## config.mk

```make
export PLATFORM = sky130hd
export DESIGN_NAME = ooo_alu_top
export DESIGN_NICKNAME = d
export VERILOG_FILES = /design/src/ooo_pkg.sv /design/src/ooo_if.sv /design/src/rs_entry.sv /design/src/alu_rs.sv /design/src/alu_exec.sv /design/src/ooo_alu_top.sv
export VERILOG_INCLUDE_DIRS = /design/src
export SDC_FILE = /design/constraint.sdc
export NUM_CORES = 1
export LEC_CHECK = 0
export BUFFER_PORTS_ARGS = -buffer_cell sky130_fd_sc_hd__buf_2
export CAP_MARGIN = 15
export CORE_MARGIN = 1.5
export CORE_UTILIZATION = 55
export CTS_BUF_LIST = sky130_fd_sc_hd__clkbuf_4
export DETAILED_ROUTE_END_ITERATION = 8
export GPL_TIMING_DRIVEN = 0
export PLACE_DENSITY = 0.85
export SYNTH_ARGS = -nofsm -noshare
export SYNTH_HDL_FRONTEND = slang
export SYNTH_SLANG_ARGS = --single-unit
```

## constraint.sdc

```tcl
create_clock -name clk -period 18.1 [get_ports clk]
set_input_delay 0.905 -clock clk [delete_from_list [all_inputs] [get_ports clk]]
set_output_delay 0.905 -clock clk [all_outputs]
set_load 0.02 [all_outputs]
```

## src/ooo_consts.svh

```systemverilog
`ifndef OOO_CONSTS_SVH
`define OOO_CONSTS_SVH

// station geometry
`define RS_SIZE     4
`define RS_SEL      2

// datapath widths
`define DATA_WIDTH  32
`define TAG_WIDTH   4
`define OP_WIDTH    3

// tag 0 means the operand value is present
`define TAG_FREE    {`TAG_WIDTH{1'b0}}

// alu opcodes
`define OP_ADD      3'd0
`define OP_SUB      3'd1
`define OP_AND      3'd2
`define OP_OR       3'd3
`define OP_XOR      3'd4
`define OP_SLT      3'd5
`define OP_SLL      3'd6

`endif

```

## src/ooo_pkg.sv

```systemverilog
`include "ooo_consts.svh"

package ooo_pkg;

    // operand or result value
    typedef logic [`DATA_WIDTH-1:0] data_t;

    // producer tag, TAG_FREE when the value is known
    typedef logic [`TAG_WIDTH-1:0] tag_t;

    // alu operation code
    typedef logic [`OP_WIDTH-1:0] alu_op_t;

    // reservation station entry index
    typedef logic [`RS_SEL-1:0] rs_idx_t;

endpackage

```

## src/ooo_if.sv

```systemverilog
`timescale 1ns/1ps

// decoder to reservation station
interface dispatch_if import ooo_pkg::*; ();
    logic    valid;
    logic    ready;
    alu_op_t op;
    tag_t    tag1;
    data_t   data1;
    tag_t    tag2;
    data_t   data2;
    tag_t    dest;

    modport source (
        output valid, op, tag1, data1, tag2, data2, dest,
        input  ready
    );

    modport target (
        input  valid, op, tag1, data1, tag2, data2, dest,
        output ready
    );
endinterface

// reservation station to alu stage
interface issue_if import ooo_pkg::*; ();
    logic    valid;
    logic    ready;
    data_t   src1;
    data_t   src2;
    alu_op_t op;
    tag_t    dest;

    modport source (
        output valid, src1, src2, op, dest,
        input  ready
    );

    modport sink (
        input  valid, src1, src2, op, dest,
        output ready
    );
endinterface

```

## src/rs_entry.sv

```systemverilog
`timescale 1ns/1ps

`include "ooo_consts.svh"

module rs_entry
    import ooo_pkg::*;
(
    input  logic    clk,
    input  logic    rst,
    input  logic    alloc,
    input  logic    busy,
    input  alu_op_t op,
    input  tag_t    tag1,
    input  data_t   data1,
    input  tag_t    tag2,
    input  data_t   data2,
    input  tag_t    dest,
    input  logic    cdb_valid,
    input  tag_t    cdb_tag,
    input  data_t   cdb_data,
    output data_t   src1,
    output data_t   src2,
    output alu_op_t entry_op,
    output tag_t    entry_dest,
    output logic    ready
);
    tag_t    tag1_q;
    tag_t    tag2_q;
    data_t   data1_q;
    data_t   data2_q;
    alu_op_t op_q;
    tag_t    dest_q;
    logic    hit1;
    logic    hit2;
    logic    in_hit1;
    logic    in_hit2;

    // held operands still waiting on a producer
    assign hit1 = cdb_valid && (tag1_q != `TAG_FREE) && (tag1_q == cdb_tag);
    assign hit2 = cdb_valid && (tag2_q != `TAG_FREE) && (tag2_q == cdb_tag);

    // operands arriving with a dispatch in the broadcast cycle
    assign in_hit1 = cdb_valid && (tag1 != `TAG_FREE) && (tag1 == cdb_tag);
    assign in_hit2 = cdb_valid && (tag2 != `TAG_FREE) && (tag2 == cdb_tag);

    // bypass so issue can happen in the broadcast cycle
    assign src1       = hit1 ? cdb_data : data1_q;
    assign src2       = hit2 ? cdb_data : data2_q;
    assign entry_op   = op_q;
    assign entry_dest = dest_q;
    assign ready      = busy && (hit1 || (tag1_q == `TAG_FREE))
                             && (hit2 || (tag2_q == `TAG_FREE));

    always_ff @(posedge clk or posedge rst) begin
        if (rst) begin
            tag1_q <= `TAG_FREE;
            tag2_q <= `TAG_FREE;
        end else if (alloc) begin
            tag1_q <= in_hit1 ? `TAG_FREE : tag1;
            tag2_q <= in_hit2 ? `TAG_FREE : tag2;
        end else begin
            if (hit1)
                tag1_q <= `TAG_FREE;
            if (hit2)
                tag2_q <= `TAG_FREE;
        end
    end

    always_ff @(posedge clk) begin
        if (alloc) begin
            data1_q <= in_hit1 ? cdb_data : data1;
            data2_q <= in_hit2 ? cdb_data : data2;
            op_q    <= op;
            dest_q  <= dest;
        end else begin
            if (hit1)
                data1_q <= cdb_data;
            if (hit2)
                data2_q <= cdb_data;
        end
    end

endmodule

```

## src/alu_rs.sv

```systemverilog
`timescale 1ns/1ps

`include "ooo_consts.svh"

module alu_rs
    import ooo_pkg::*;
(
    input  logic           clk,
    input  logic           rst,
    dispatch_if.target     disp,
    issue_if.source        iss,
    input  logic           cdb_valid,
    input  tag_t           cdb_tag,
    input  data_t          cdb_data
);
    logic [`RS_SIZE-1:0] busy;
    logic [`RS_SIZE-1:0] ent_ready;
    data_t               ent_src1 [`RS_SIZE];
    data_t               ent_src2 [`RS_SIZE];
    alu_op_t             ent_op   [`RS_SIZE];
    tag_t                ent_dest [`RS_SIZE];

    logic    any_free;
    rs_idx_t free_idx;
    logic    any_ready;
    rs_idx_t ready_idx;
    logic    alloc_go;
    logic    issue_go;

    logic    iss_valid_q;
    data_t   iss_src1_q;
    data_t   iss_src2_q;
    alu_op_t iss_op_q;
    tag_t    iss_dest_q;

    // lowest free entry
    always_comb begin
        any_free = 1'b0;
        free_idx = '0;
        for (int i = `RS_SIZE - 1; i >= 0; i--) begin
            if (!busy[i]) begin
                any_free = 1'b1;
                free_idx = rs_idx_t'(i);
            end
        end
    end

    // lowest ready entry
    always_comb begin
        any_ready = 1'b0;
        ready_idx = '0;
        for (int i = `RS_SIZE - 1; i >= 0; i--) begin
            if (ent_ready[i]) begin
                any_ready = 1'b1;
                ready_idx = rs_idx_t'(i);
            end
        end
    end

    assign disp.ready = any_free;
    assign alloc_go   = disp.valid && any_free;
    // issue register empty or draining this cycle
    assign issue_go   = any_ready && (!iss_valid_q || iss.ready);

    always_ff @(posedge clk or posedge rst) begin
        if (rst) begin
            busy <= '0;
        end else begin
            if (alloc_go)
                busy[free_idx] <= 1'b1;
            if (issue_go)
                busy[ready_idx] <= 1'b0;
        end
    end

    for (genvar g = 0; g < `RS_SIZE; g++) begin : g_entry
        rs_entry u_rs_entry (
            .clk        (clk),
            .rst        (rst),
            .alloc      (alloc_go && (free_idx == rs_idx_t'(g))),
            .busy       (busy[g]),
            .op         (disp.op),
            .tag1       (disp.tag1),
            .data1      (disp.data1),
            .tag2       (disp.tag2),
            .data2      (disp.data2),
            .dest       (disp.dest),
            .cdb_valid  (cdb_valid),
            .cdb_tag    (cdb_tag),
            .cdb_data   (cdb_data),
            .src1       (ent_src1[g]),
            .src2       (ent_src2[g]),
            .entry_op   (ent_op[g]),
            .entry_dest (ent_dest[g]),
            .ready      (ent_ready[g])
        );
    end

    always_ff @(posedge clk or posedge rst) begin
        if (rst)
            iss_valid_q <= 1'b0;
        else if (issue_go)
            iss_valid_q <= 1'b1;
        else if (iss.ready)
            iss_valid_q <= 1'b0;
    end

    // payload held while the alu stage stalls
    always_ff @(posedge clk) begin
        if (issue_go) begin
            iss_src1_q <= ent_src1[ready_idx];
            iss_src2_q <= ent_src2[ready_idx];
            iss_op_q   <= ent_op[ready_idx];
            iss_dest_q <= ent_dest[ready_idx];
        end
    end

    assign iss.valid = iss_valid_q;
    assign iss.src1  = iss_src1_q;
    assign iss.src2  = iss_src2_q;
    assign iss.op    = iss_op_q;
    assign iss.dest  = iss_dest_q;

endmodule

```

## src/alu_exec.sv

```systemverilog
`timescale 1ns/1ps

`include "ooo_consts.svh"

module alu_exec
    import ooo_pkg::*;
(
    input  logic    clk,
    input  logic    rst,
    issue_if.sink   iss,
    input  logic    load_valid,
    input  tag_t    load_tag,
    input  data_t   load_data,
    output logic    cdb_valid,
    output tag_t    cdb_tag,
    output data_t   cdb_data
);
    data_t alu_out;
    logic  res_valid;
    tag_t  res_tag;
    data_t res_data;
    logic  accept;
    logic  alu_sent;

    always_comb begin
        case (iss.op)
            `OP_ADD: alu_out = iss.src1 + iss.src2;
            `OP_SUB: alu_out = iss.src1 - iss.src2;
            `OP_AND: alu_out = iss.src1 & iss.src2;
            `OP_OR:  alu_out = iss.src1 | iss.src2;
            `OP_XOR: alu_out = iss.src1 ^ iss.src2;
            `OP_SLT: alu_out = data_t'($signed(iss.src1) < $signed(iss.src2));
            `OP_SLL: alu_out = iss.src1 << iss.src2[4:0];
            default: alu_out = '0;
        endcase
    end

    // load results win the bus
    assign alu_sent  = res_valid && !load_valid;
    assign iss.ready = !res_valid || alu_sent;
    assign accept    = iss.valid && iss.ready;

    always_ff @(posedge clk or posedge rst) begin
        if (rst)
            res_valid <= 1'b0;
        else if (accept)
            res_valid <= 1'b1;
        else if (alu_sent)
            res_valid <= 1'b0;
    end

    always_ff @(posedge clk) begin
        if (accept) begin
            res_data <= alu_out;
            res_tag  <= iss.dest;
        end
    end

    assign cdb_valid = load_valid || res_valid;
    assign cdb_tag   = load_valid ? load_tag : res_tag;
    assign cdb_data  = load_valid ? load_data : res_data;

endmodule

```

## src/ooo_alu_top.sv

```systemverilog
`timescale 1ns/1ps

module ooo_alu_top
    import ooo_pkg::*;
(
    input  logic    clk,
    input  logic    rst,
    input  logic    dispatch_valid,
    output logic    dispatch_ready,
    input  alu_op_t dispatch_op,
    input  tag_t    dispatch_tag1,
    input  data_t   dispatch_data1,
    input  tag_t    dispatch_tag2,
    input  data_t   dispatch_data2,
    input  tag_t    dispatch_dest,
    input  logic    load_valid,
    input  tag_t    load_tag,
    input  data_t   load_data,
    output logic    cdb_valid,
    output tag_t    cdb_tag,
    output data_t   cdb_data
);
    dispatch_if disp_bus ();
    issue_if    iss_bus ();

    // decoder side onto the dispatch bundle
    assign disp_bus.valid = dispatch_valid;
    assign disp_bus.op    = dispatch_op;
    assign disp_bus.tag1  = dispatch_tag1;
    assign disp_bus.data1 = dispatch_data1;
    assign disp_bus.tag2  = dispatch_tag2;
    assign disp_bus.data2 = dispatch_data2;
    assign disp_bus.dest  = dispatch_dest;
    assign dispatch_ready = disp_bus.ready;

    alu_rs u_alu_rs (
        .clk       (clk),
        .rst       (rst),
        .disp      (disp_bus),
        .iss       (iss_bus),
        .cdb_valid (cdb_valid),
        .cdb_tag   (cdb_tag),
        .cdb_data  (cdb_data)
    );

    // also owns the cdb mux
    alu_exec u_alu_exec (
        .clk        (clk),
        .rst        (rst),
        .iss        (iss_bus),
        .load_valid (load_valid),
        .load_tag   (load_tag),
        .load_data  (load_data),
        .cdb_valid  (cdb_valid),
        .cdb_tag    (cdb_tag),
        .cdb_data   (cdb_data)
    );

endmodule

```

# Word level (Yosys, flattened, before mapping)
# Index checks and enable logic that the tools add are counted.
totals:
  out_inout_bits: 38
  register_bits: 429
  input_bits: 119
classes:
  addsub: 2
  magnitude_cmp: 6
  n_shift: 1
  n_mux: 77
  bitwise: 7
  n_reduce_logical: 82
  eq_ne: 19
ops:
  columns: ["operator", "n"]
  rows:
  - ["$mux W32", 23]
  - ["$pmux W32 S7", 1]
  - ["$bmux W32 S2", 2]
  - ["$mux W4", 23]
  - ["$eq A4 B4 Y1", 10]
  - ["$reduce_bool A4 Y1", 10]
  - ["$logic_and A1 B1 Y1", 38]
  - ["$add A32 B32 Y32", 1]
  - ["$and A32 B32 Y32", 1]
  - ["$logic_not A4 Y1", 8]
  - ["$lt A32 B32 Y1", 1]
  - ["$or A32 B32 Y32", 1]
  - ["$shl A32 B5 Y32", 1]
  - ["$sub A32 B32 Y32", 1]
  - ["$xor A32 B32 Y32", 1]
  - ["$reduce_bool A2 Y1", 10]
  - ["$mux W2", 8]
  - ["$mux W1", 14]
  - ["$logic_or A1 B1 Y1", 11]
  - ["$eq A3 B3 Y1 const B", 3]
  - ["$bmux W4 S2", 1]
  - ["$bmux W3 S2", 1]
  - ["$eq A3 B2 Y1 const B", 2]
  - ["$lt A2 B3 Y1 const B", 2]
  - ["14 further kinds", 20]

# Logic depth before layout (Yosys ltp)
depth:
  depth_word: 17
  mapped_depth: 16
  ltp_nobuf: 12

# By module
# Synthesis repeated with hierarchy kept, for this count alone.
unflattened:
  hier_cells: 2882
  area_unflattened_um2: 30878.4
modules_own_cells:
  columns: ["module", "cells_each", "area_per_inst_um2", "seq_area_each_um2", "instances"]
  rows:
  - ["rs_entry", 360, 4520.6, 1691.6, 4]
  - ["alu_exec", 1080, 8282.9, 1106.1, 1]
  - ["alu_rs", 362, 4513.1, 2257.2, 1]

# Worst setup path after synthesis
# OpenSTA, ideal clock, no wires.
synth_path:
  path_type: "input to register"
  start: "in load_valid"
  end: "reg u_alu_rs.iss_dest_q[0], in the netlist u_alu_rs.iss.dest[0], enable pin"
  arrival_time_ns: 7.543
  required_time_ns: 17.491
  cell_stages: 9
  path_slack_ns: 9.948
  setup_ns: 0.609
  cell_sequence: "buf_6 mux2i_4 inv_4 xnor2_1 nand3_1 a211oi_1 o221a_2 nor2b_4 a21boi_0"
synth_via:
  elab_chain_len: 11
  word_cells_on_any_way: 51
  classes_between: "eq/ne: 8; mux: 5; reduce/logical: 38"
synth_lines:
  columns: ["item", "line", "source"]
  rows:
  - ["start: declaration", "ooo_alu_top.sv:16", "input logic load_valid,"]
  - ["$mux W4 *", "alu_exec.sv:60", "assign cdb_tag = load_valid ? load_tag : res_tag;"]
  - ["named net cdb_tag[1]", "ooo_alu_top.sv:20", "output tag_t cdb_tag,"]
  - ["$eq A4 B4 Y1", "rs_entry.sv:39", "assign hit1 = cdb_valid && (tag1_q != `TAG_FREE) && (tag1_q == cdb_tag);"]
  - ["$logic_and A1 B1 Y1", "rs_entry.sv:39", null]
  - ["$logic_or A1 B1 Y1", "rs_entry.sv:51", "assign ready = busy && (hit1 || (tag1_q == `TAG_FREE))"]
  - ["$logic_and A1 B1 Y1 (2 in a row)", "rs_entry.sv:51", null]
  - ["$mux W1 (3 in a row)", "alu_rs.sv:53", "if (ent_ready[i]) begin"]
  - ["$mux W1 *", "alu_rs.sv:53", null]
  - ["$logic_and A1 B1 Y1 *", "alu_rs.sv:63", "assign issue_go = any_ready && (!iss_valid_q || iss.ready);"]
  - ["named net u_alu_rs.issue_go", "alu_rs.sv:28", "logic issue_go;"]
  - ["end signal: assignment", "alu_rs.sv:114", "iss_dest_q <= ent_dest[ready_idx];"]
  - ["end: declaration", "alu_rs.sv:34", "tag_t iss_dest_q;"]
# Mark *: on every way through the listed nets, which the timed path passes. The rest lies on a longest branch.
# A chain may end at the register's enable or synchronous reset.

# Final worst setup path
layout_path:
  start: "reg u_alu_rs.iss_src2_q[2], in the netlist u_alu_rs.iss.src2[2]"
  end: "reg u_alu_exec.res_data[23], data pin"
layout_via:
  elab_chain_len: 2
  word_cells_on_any_way: 4
  classes_between: "add/sub: 2; shift: 1; mux: 1"
layout_lines:
  columns: ["item", "line", "source"]
  rows:
  - ["start: declaration", "alu_rs.sv:32", "data_t iss_src2_q;"]
  - ["start signal: assignment", "alu_rs.sv:112", "iss_src2_q <= ent_src2[ready_idx];"]
  - ["$sub A32 B32 Y32, or another cell as far along", "alu_exec.sv:28", "`OP_SUB: alu_out = iss.src1 - iss.src2;"]
  - ["$pmux W32 S7 *", "alu_exec.sv:26", "case (iss.op)"]
  - ["named net u_alu_exec.alu_out[23]", "alu_exec.sv:18", "data_t alu_out;"]
  - ["end signal: assignment", "alu_exec.sv:54", "res_data <= alu_out;"]
  - ["end: declaration", "alu_exec.sv:21", "data_t res_data;"]
# Marked as above.

==> metrics <==
peak fanout along the critical path=11; effective utilization at floorplan=56.0%; Post-CTS Hold Fix Bufs=0; die boundary width=221 microns; iteration count of the initial detailed-routing pass=8; cell count after placement=3880; number of enable flip-flop cells after synthesis=135; Pwr per Cell Area=238 nW/um^2; Setup-failing EPs final=0; post-route antenna net violation count=0; source of the worst register-to-register timing path=u_alu_rs.iss.src2[2]$_DFFE_PN_; violated checks=design-rule violations; Sw Pwr=3.47 mW; Post-CTS Repair Setup Buffers=0; slowest library cell on the worst path=o31ai_1; CP delay by family, top=compound AO/OA/AOI/OAI gates; Power Total=6.95 mW; Crit Path Category=flip-flop to flip-flop; cell count after synthesis=3113; number of buffers added by the clock tree synthesis step=106; smallest setup slack after layout=12.08 ns; number of ports placed on the die boundary=157; area post-placement=27800 sq um; Setup Total Neg Slack=0 ns; final cell count without fillers=4082; all-layer global routing usage=37.6%; buffer type at the clock tree root=clkbuf_4; number of fill cells=4000; run status=finished with violations; core area=46700 sq um; wire per inst=23.2 microns; clock power share=11.9%; commonest non-fill, non-tap cell in the layout=nor2_1; post-CTS sizing=0; number of antenna violations at the first check in global routing=6; time the worst path needs with I/O delays and setup=6.02 ns; total detailed-routing wirelength=94.7 mm; path type of the worst min-delay path=input port to async pin; post-synth cell types=83; total number of vias=26035; internal power=3.48 mW; Max Fclk=166 MHz; most used flip-flop cell after synthesis=dfxtp_1; leading cell types in the layout, fill and taps excluded=nor2_1 (481), a21oi_1 (342), nand2_1 (298); first-pass GRT wire length=142 mm; area growth from synthesis to layout=11.7%; hold violation count in the final report=0; synthesized area per cell=8.39 sq um; Worst-Margin Slew=1.18 ns; WP data required=18.75 ns; Final Wtd Congestion=1.06; Detail Placement HPWL=71.3 mm; post-synth net total=3348; total of flip-flops plus latches after synthesis=429; maximum vdd ir drop=116 uV; Cell Area, Synth=26100 sq um; vias in the first global route=24421; Leak Pwr=12.2 nW; critical-path cell list=clkbuf_1 -> inv_1 -> clkbuf_1 -> clkbuf_1 -> clkbuf_1 -> ha_1 -> buf_4 -> inv_1 -> a21oi_1 -> o31ai_1 -> o21ai_1 -> o211ai_1 -> a21boi_1 -> mux2i_1 -> o311ai_0 -> a211o_1; worst hold slack across all endpoints=0.181 ns; critical path capture point=u_alu_exec.res_data[23]$_DFFE_PP_; fraction of final layout cells with drive strength greater than 1=11.8%; clock tree skew after final layout=0.105 ns; logic depth of the worst setup path including buffers=16; CTS tree=done; crit path from=u_alu_rs.iss.src2[2]$_DFFE_PN_; Core Util, Final=62.5%; clock latency on the worst-skew pair=0.92 ns; Post-Place Worst Slack=12.34 ns; Max Root-Sink Buffers=3; switching share of power=49.9%; arrival time at the worst endpoint=6.67 ns; maximum number of pins on one net before global-route repair=39; Remaining Overflow, GRT=0; max-capacitance violation count=0; CP startpoint kind=flip-flop; largest stage delay on the critical path=0.64 ns; FF-to-FF End=u_alu_exec.res_data[23]$_DFFE_PP_; Critical Path End Type=flip-flop; Worst R2R Setup Slack=12.08 ns; cell repeated most along the worst path=clkbuf_1; violation count after the first detailed-route iteration=3900; combinational power share=59.9%; clock-pin slew of the registers on the worst-case setup and hold paths=0.08 ns; power share of the sequential group=28.2%; count of nets after finishing=3618; number of I/O port buffers=156; cell area after layout=29200 sq um; post-synthesis async set-or-reset flop share=8.86%; clk sinks=429; worst-case headroom to the max-slew limit=21.2%; portion of the clock cycle consumed by the worst path in the final layout=33.3%; sum of buffers and inverters on the critical path=7; y dimension of the die=221 microns; CTS HTree Levels=3; cell row count=79; DRC violations left=4; part of the Yosys area used for sequential elements=38.8%; vias per inst=6.38; die outline area=48800 sq um; setup repair after global routing missed its margin=false; number of cell instances on the worst register-to-register path=16; number of pins with negative max-slew slack in the final report=0; Synthesis Warnings=0
power groups by stage:
stage                     registers [mW]  logic [mW]  clock network, mW
final                               1.96        4.16              0.828
after global routing                1.99        4.45              0.874
after CTS                           1.93        3.98              0.825
after detailed placement            1.95        3.96                  0
after global placement              2.00        3.87                  0
after floorplan                     1.85        2.79                  0
how the worst min path moves through the flow:
stage	cells past startpoint	from	slack, ns	to
2_1_floorplan	0	u_alu_rs.iss.dest[0]$_DFFE_PN_	0.40	u_alu_exec.res_tag[0]$_DFFE_PP_
3_3_place_gp	0	u_alu_rs.iss.dest[2]$_DFFE_PN_	0.40	u_alu_exec.res_tag[2]$_DFFE_PP_
3_5_place_dp	0	u_alu_rs.iss.dest[2]$_DFFE_PN_	0.41	u_alu_exec.res_tag[2]$_DFFE_PP_
4_1_cts	2	rst	0.17	u_alu_rs.g_entry[2].u_rs_entry.tag1_q[1]$_DFFE_PP0P_
5_1_grt	1	dispatch_dest[0]	0.20	u_alu_rs.g_entry[2].u_rs_entry.entry_dest[0]$_DFFE_PP_
6_report	2	rst	0.18	u_alu_rs.busy[1]$_DFF_PP0_
synth_stat cells (7+ instances only):
cell,count,area share (%)
dfrtp_1,38,3.6
mux2_2,8,0.34
o21ai_1,45,0.86
clkbuf_1,209,3.0
a21o_1,7,0.20
nor4_1,18,0.43
a2111o_1,31,1.3
and3_1,7,0.17
o21a_1,7,0.20
inv_1,138,2.0
nor2b_1,9,0.22
buf_1,18,0.26
edfxtp_1,135,16
nand4_1,10,0.24
nand2b_1,12,0.29
a22o_1,12,0.40
o22ai_1,25,0.60
a221o_1,9,0.34
a22oi_1,33,0.95
a221oi_1,10,0.34
ha_1,114,5.5
a222oi_1,8,0.31
nand3_1,29,0.56
nand2_1,298,4.3
xor2_1,10,0.34
buf_2,16,0.31
and2_1,7,0.17
a211oi_1,22,0.63
o311ai_0,8,0.27
o21bai_1,11,0.32
dfxtp_1,256,20
or3_1,33,0.79
a21oi_1,342,6.6
nor3_1,25,0.48
mux2i_1,236,9.0
o21ai_0,237,4.5
nor2_1,481,6.9
xnor2_1,44,1.5
o211ai_1,16,0.46
mux4_2,23,2.0
o31ai_1,9,0.26
sequential cells by signal, indices dropped and copies added, names as in the netlist, 4 cells and up:
| name | cells |
|---|---|
| u_alu_exec.res_data | 32 |
| u_alu_exec.res_tag | 4 |
| u_alu_rs.busy | 4 |
| u_alu_rs.g_entry.u_rs_entry.data1_q | 128 |
| u_alu_rs.g_entry.u_rs_entry.data2_q | 128 |
| u_alu_rs.g_entry.u_rs_entry.entry_dest | 16 |
| u_alu_rs.g_entry.u_rs_entry.entry_op | 12 |
| u_alu_rs.g_entry.u_rs_entry.tag1_q | 16 |
| u_alu_rs.g_entry.u_rs_entry.tag2_q | 16 |
| u_alu_rs.iss.dest | 4 |
| u_alu_rs.iss.src1 | 32 |
| u_alu_rs.iss.src2 | 32 |
final cells by class:
type / instances / area, sq um / share of cell area, %
Antenna cell: 5 / 12.5 / 0.0429
Sequential cell: 429 / 10100 / 34.7
Buffer: 251 / 1010 / 3.47
Multi-Input combinational cell: 2288 / 14500 / 49.5
Timing Repair Buffer: 162 / 893 / 3.06
Clock buffer: 152 / 1140 / 3.91
Tap cell: 607 / 759 / 2.60
Inverter: 145 / 547 / 1.87
Clock inverter: 43 / 225 / 0.772
worst reg2reg max path, stage by stage (launching register included):
cell	delay (ns)
edfxtp_1	0.56
clkbuf_1	0.36
inv_1	0.20
clkbuf_1	0.52
clkbuf_1	0.48
clkbuf_1	0.55
ha_1	0.34
buf_4	0.16
inv_1	0.07
a21oi_1	0.11
o31ai_1	0.64
o21ai_1	0.28
o211ai_1	0.47
a21boi_1	0.30
mux2i_1	0.23
o311ai_0	0.17
a211o_1	0.36
cell families after synthesis:
logic type      after synthesis  synth area share, %
compound gates              896                 20.8
xor+xnor                     54                 1.81
fa+ha+maj                   116                 5.62
buf+inv                     396                 5.96
flops                       429                 38.8
mux                         271                 11.7
simple gates                951                 15.3
per-layer routing:
metal | global-route usage [%] | routed length (microns) | part of all wire, % | vias up
li1 | - | - | - | 11593
met1 | 47.4 | 35600 | 38 | 12156
met2 | 58.9 | 41200 | 44 | 1907
met3 | 10.3 | 12200 | 13 | 377
met4 | 20.2 | 5670 | 6.0 | 2
met5 | 0 | 13 | 0.014 | -
(Power assumes the default switching activity.)
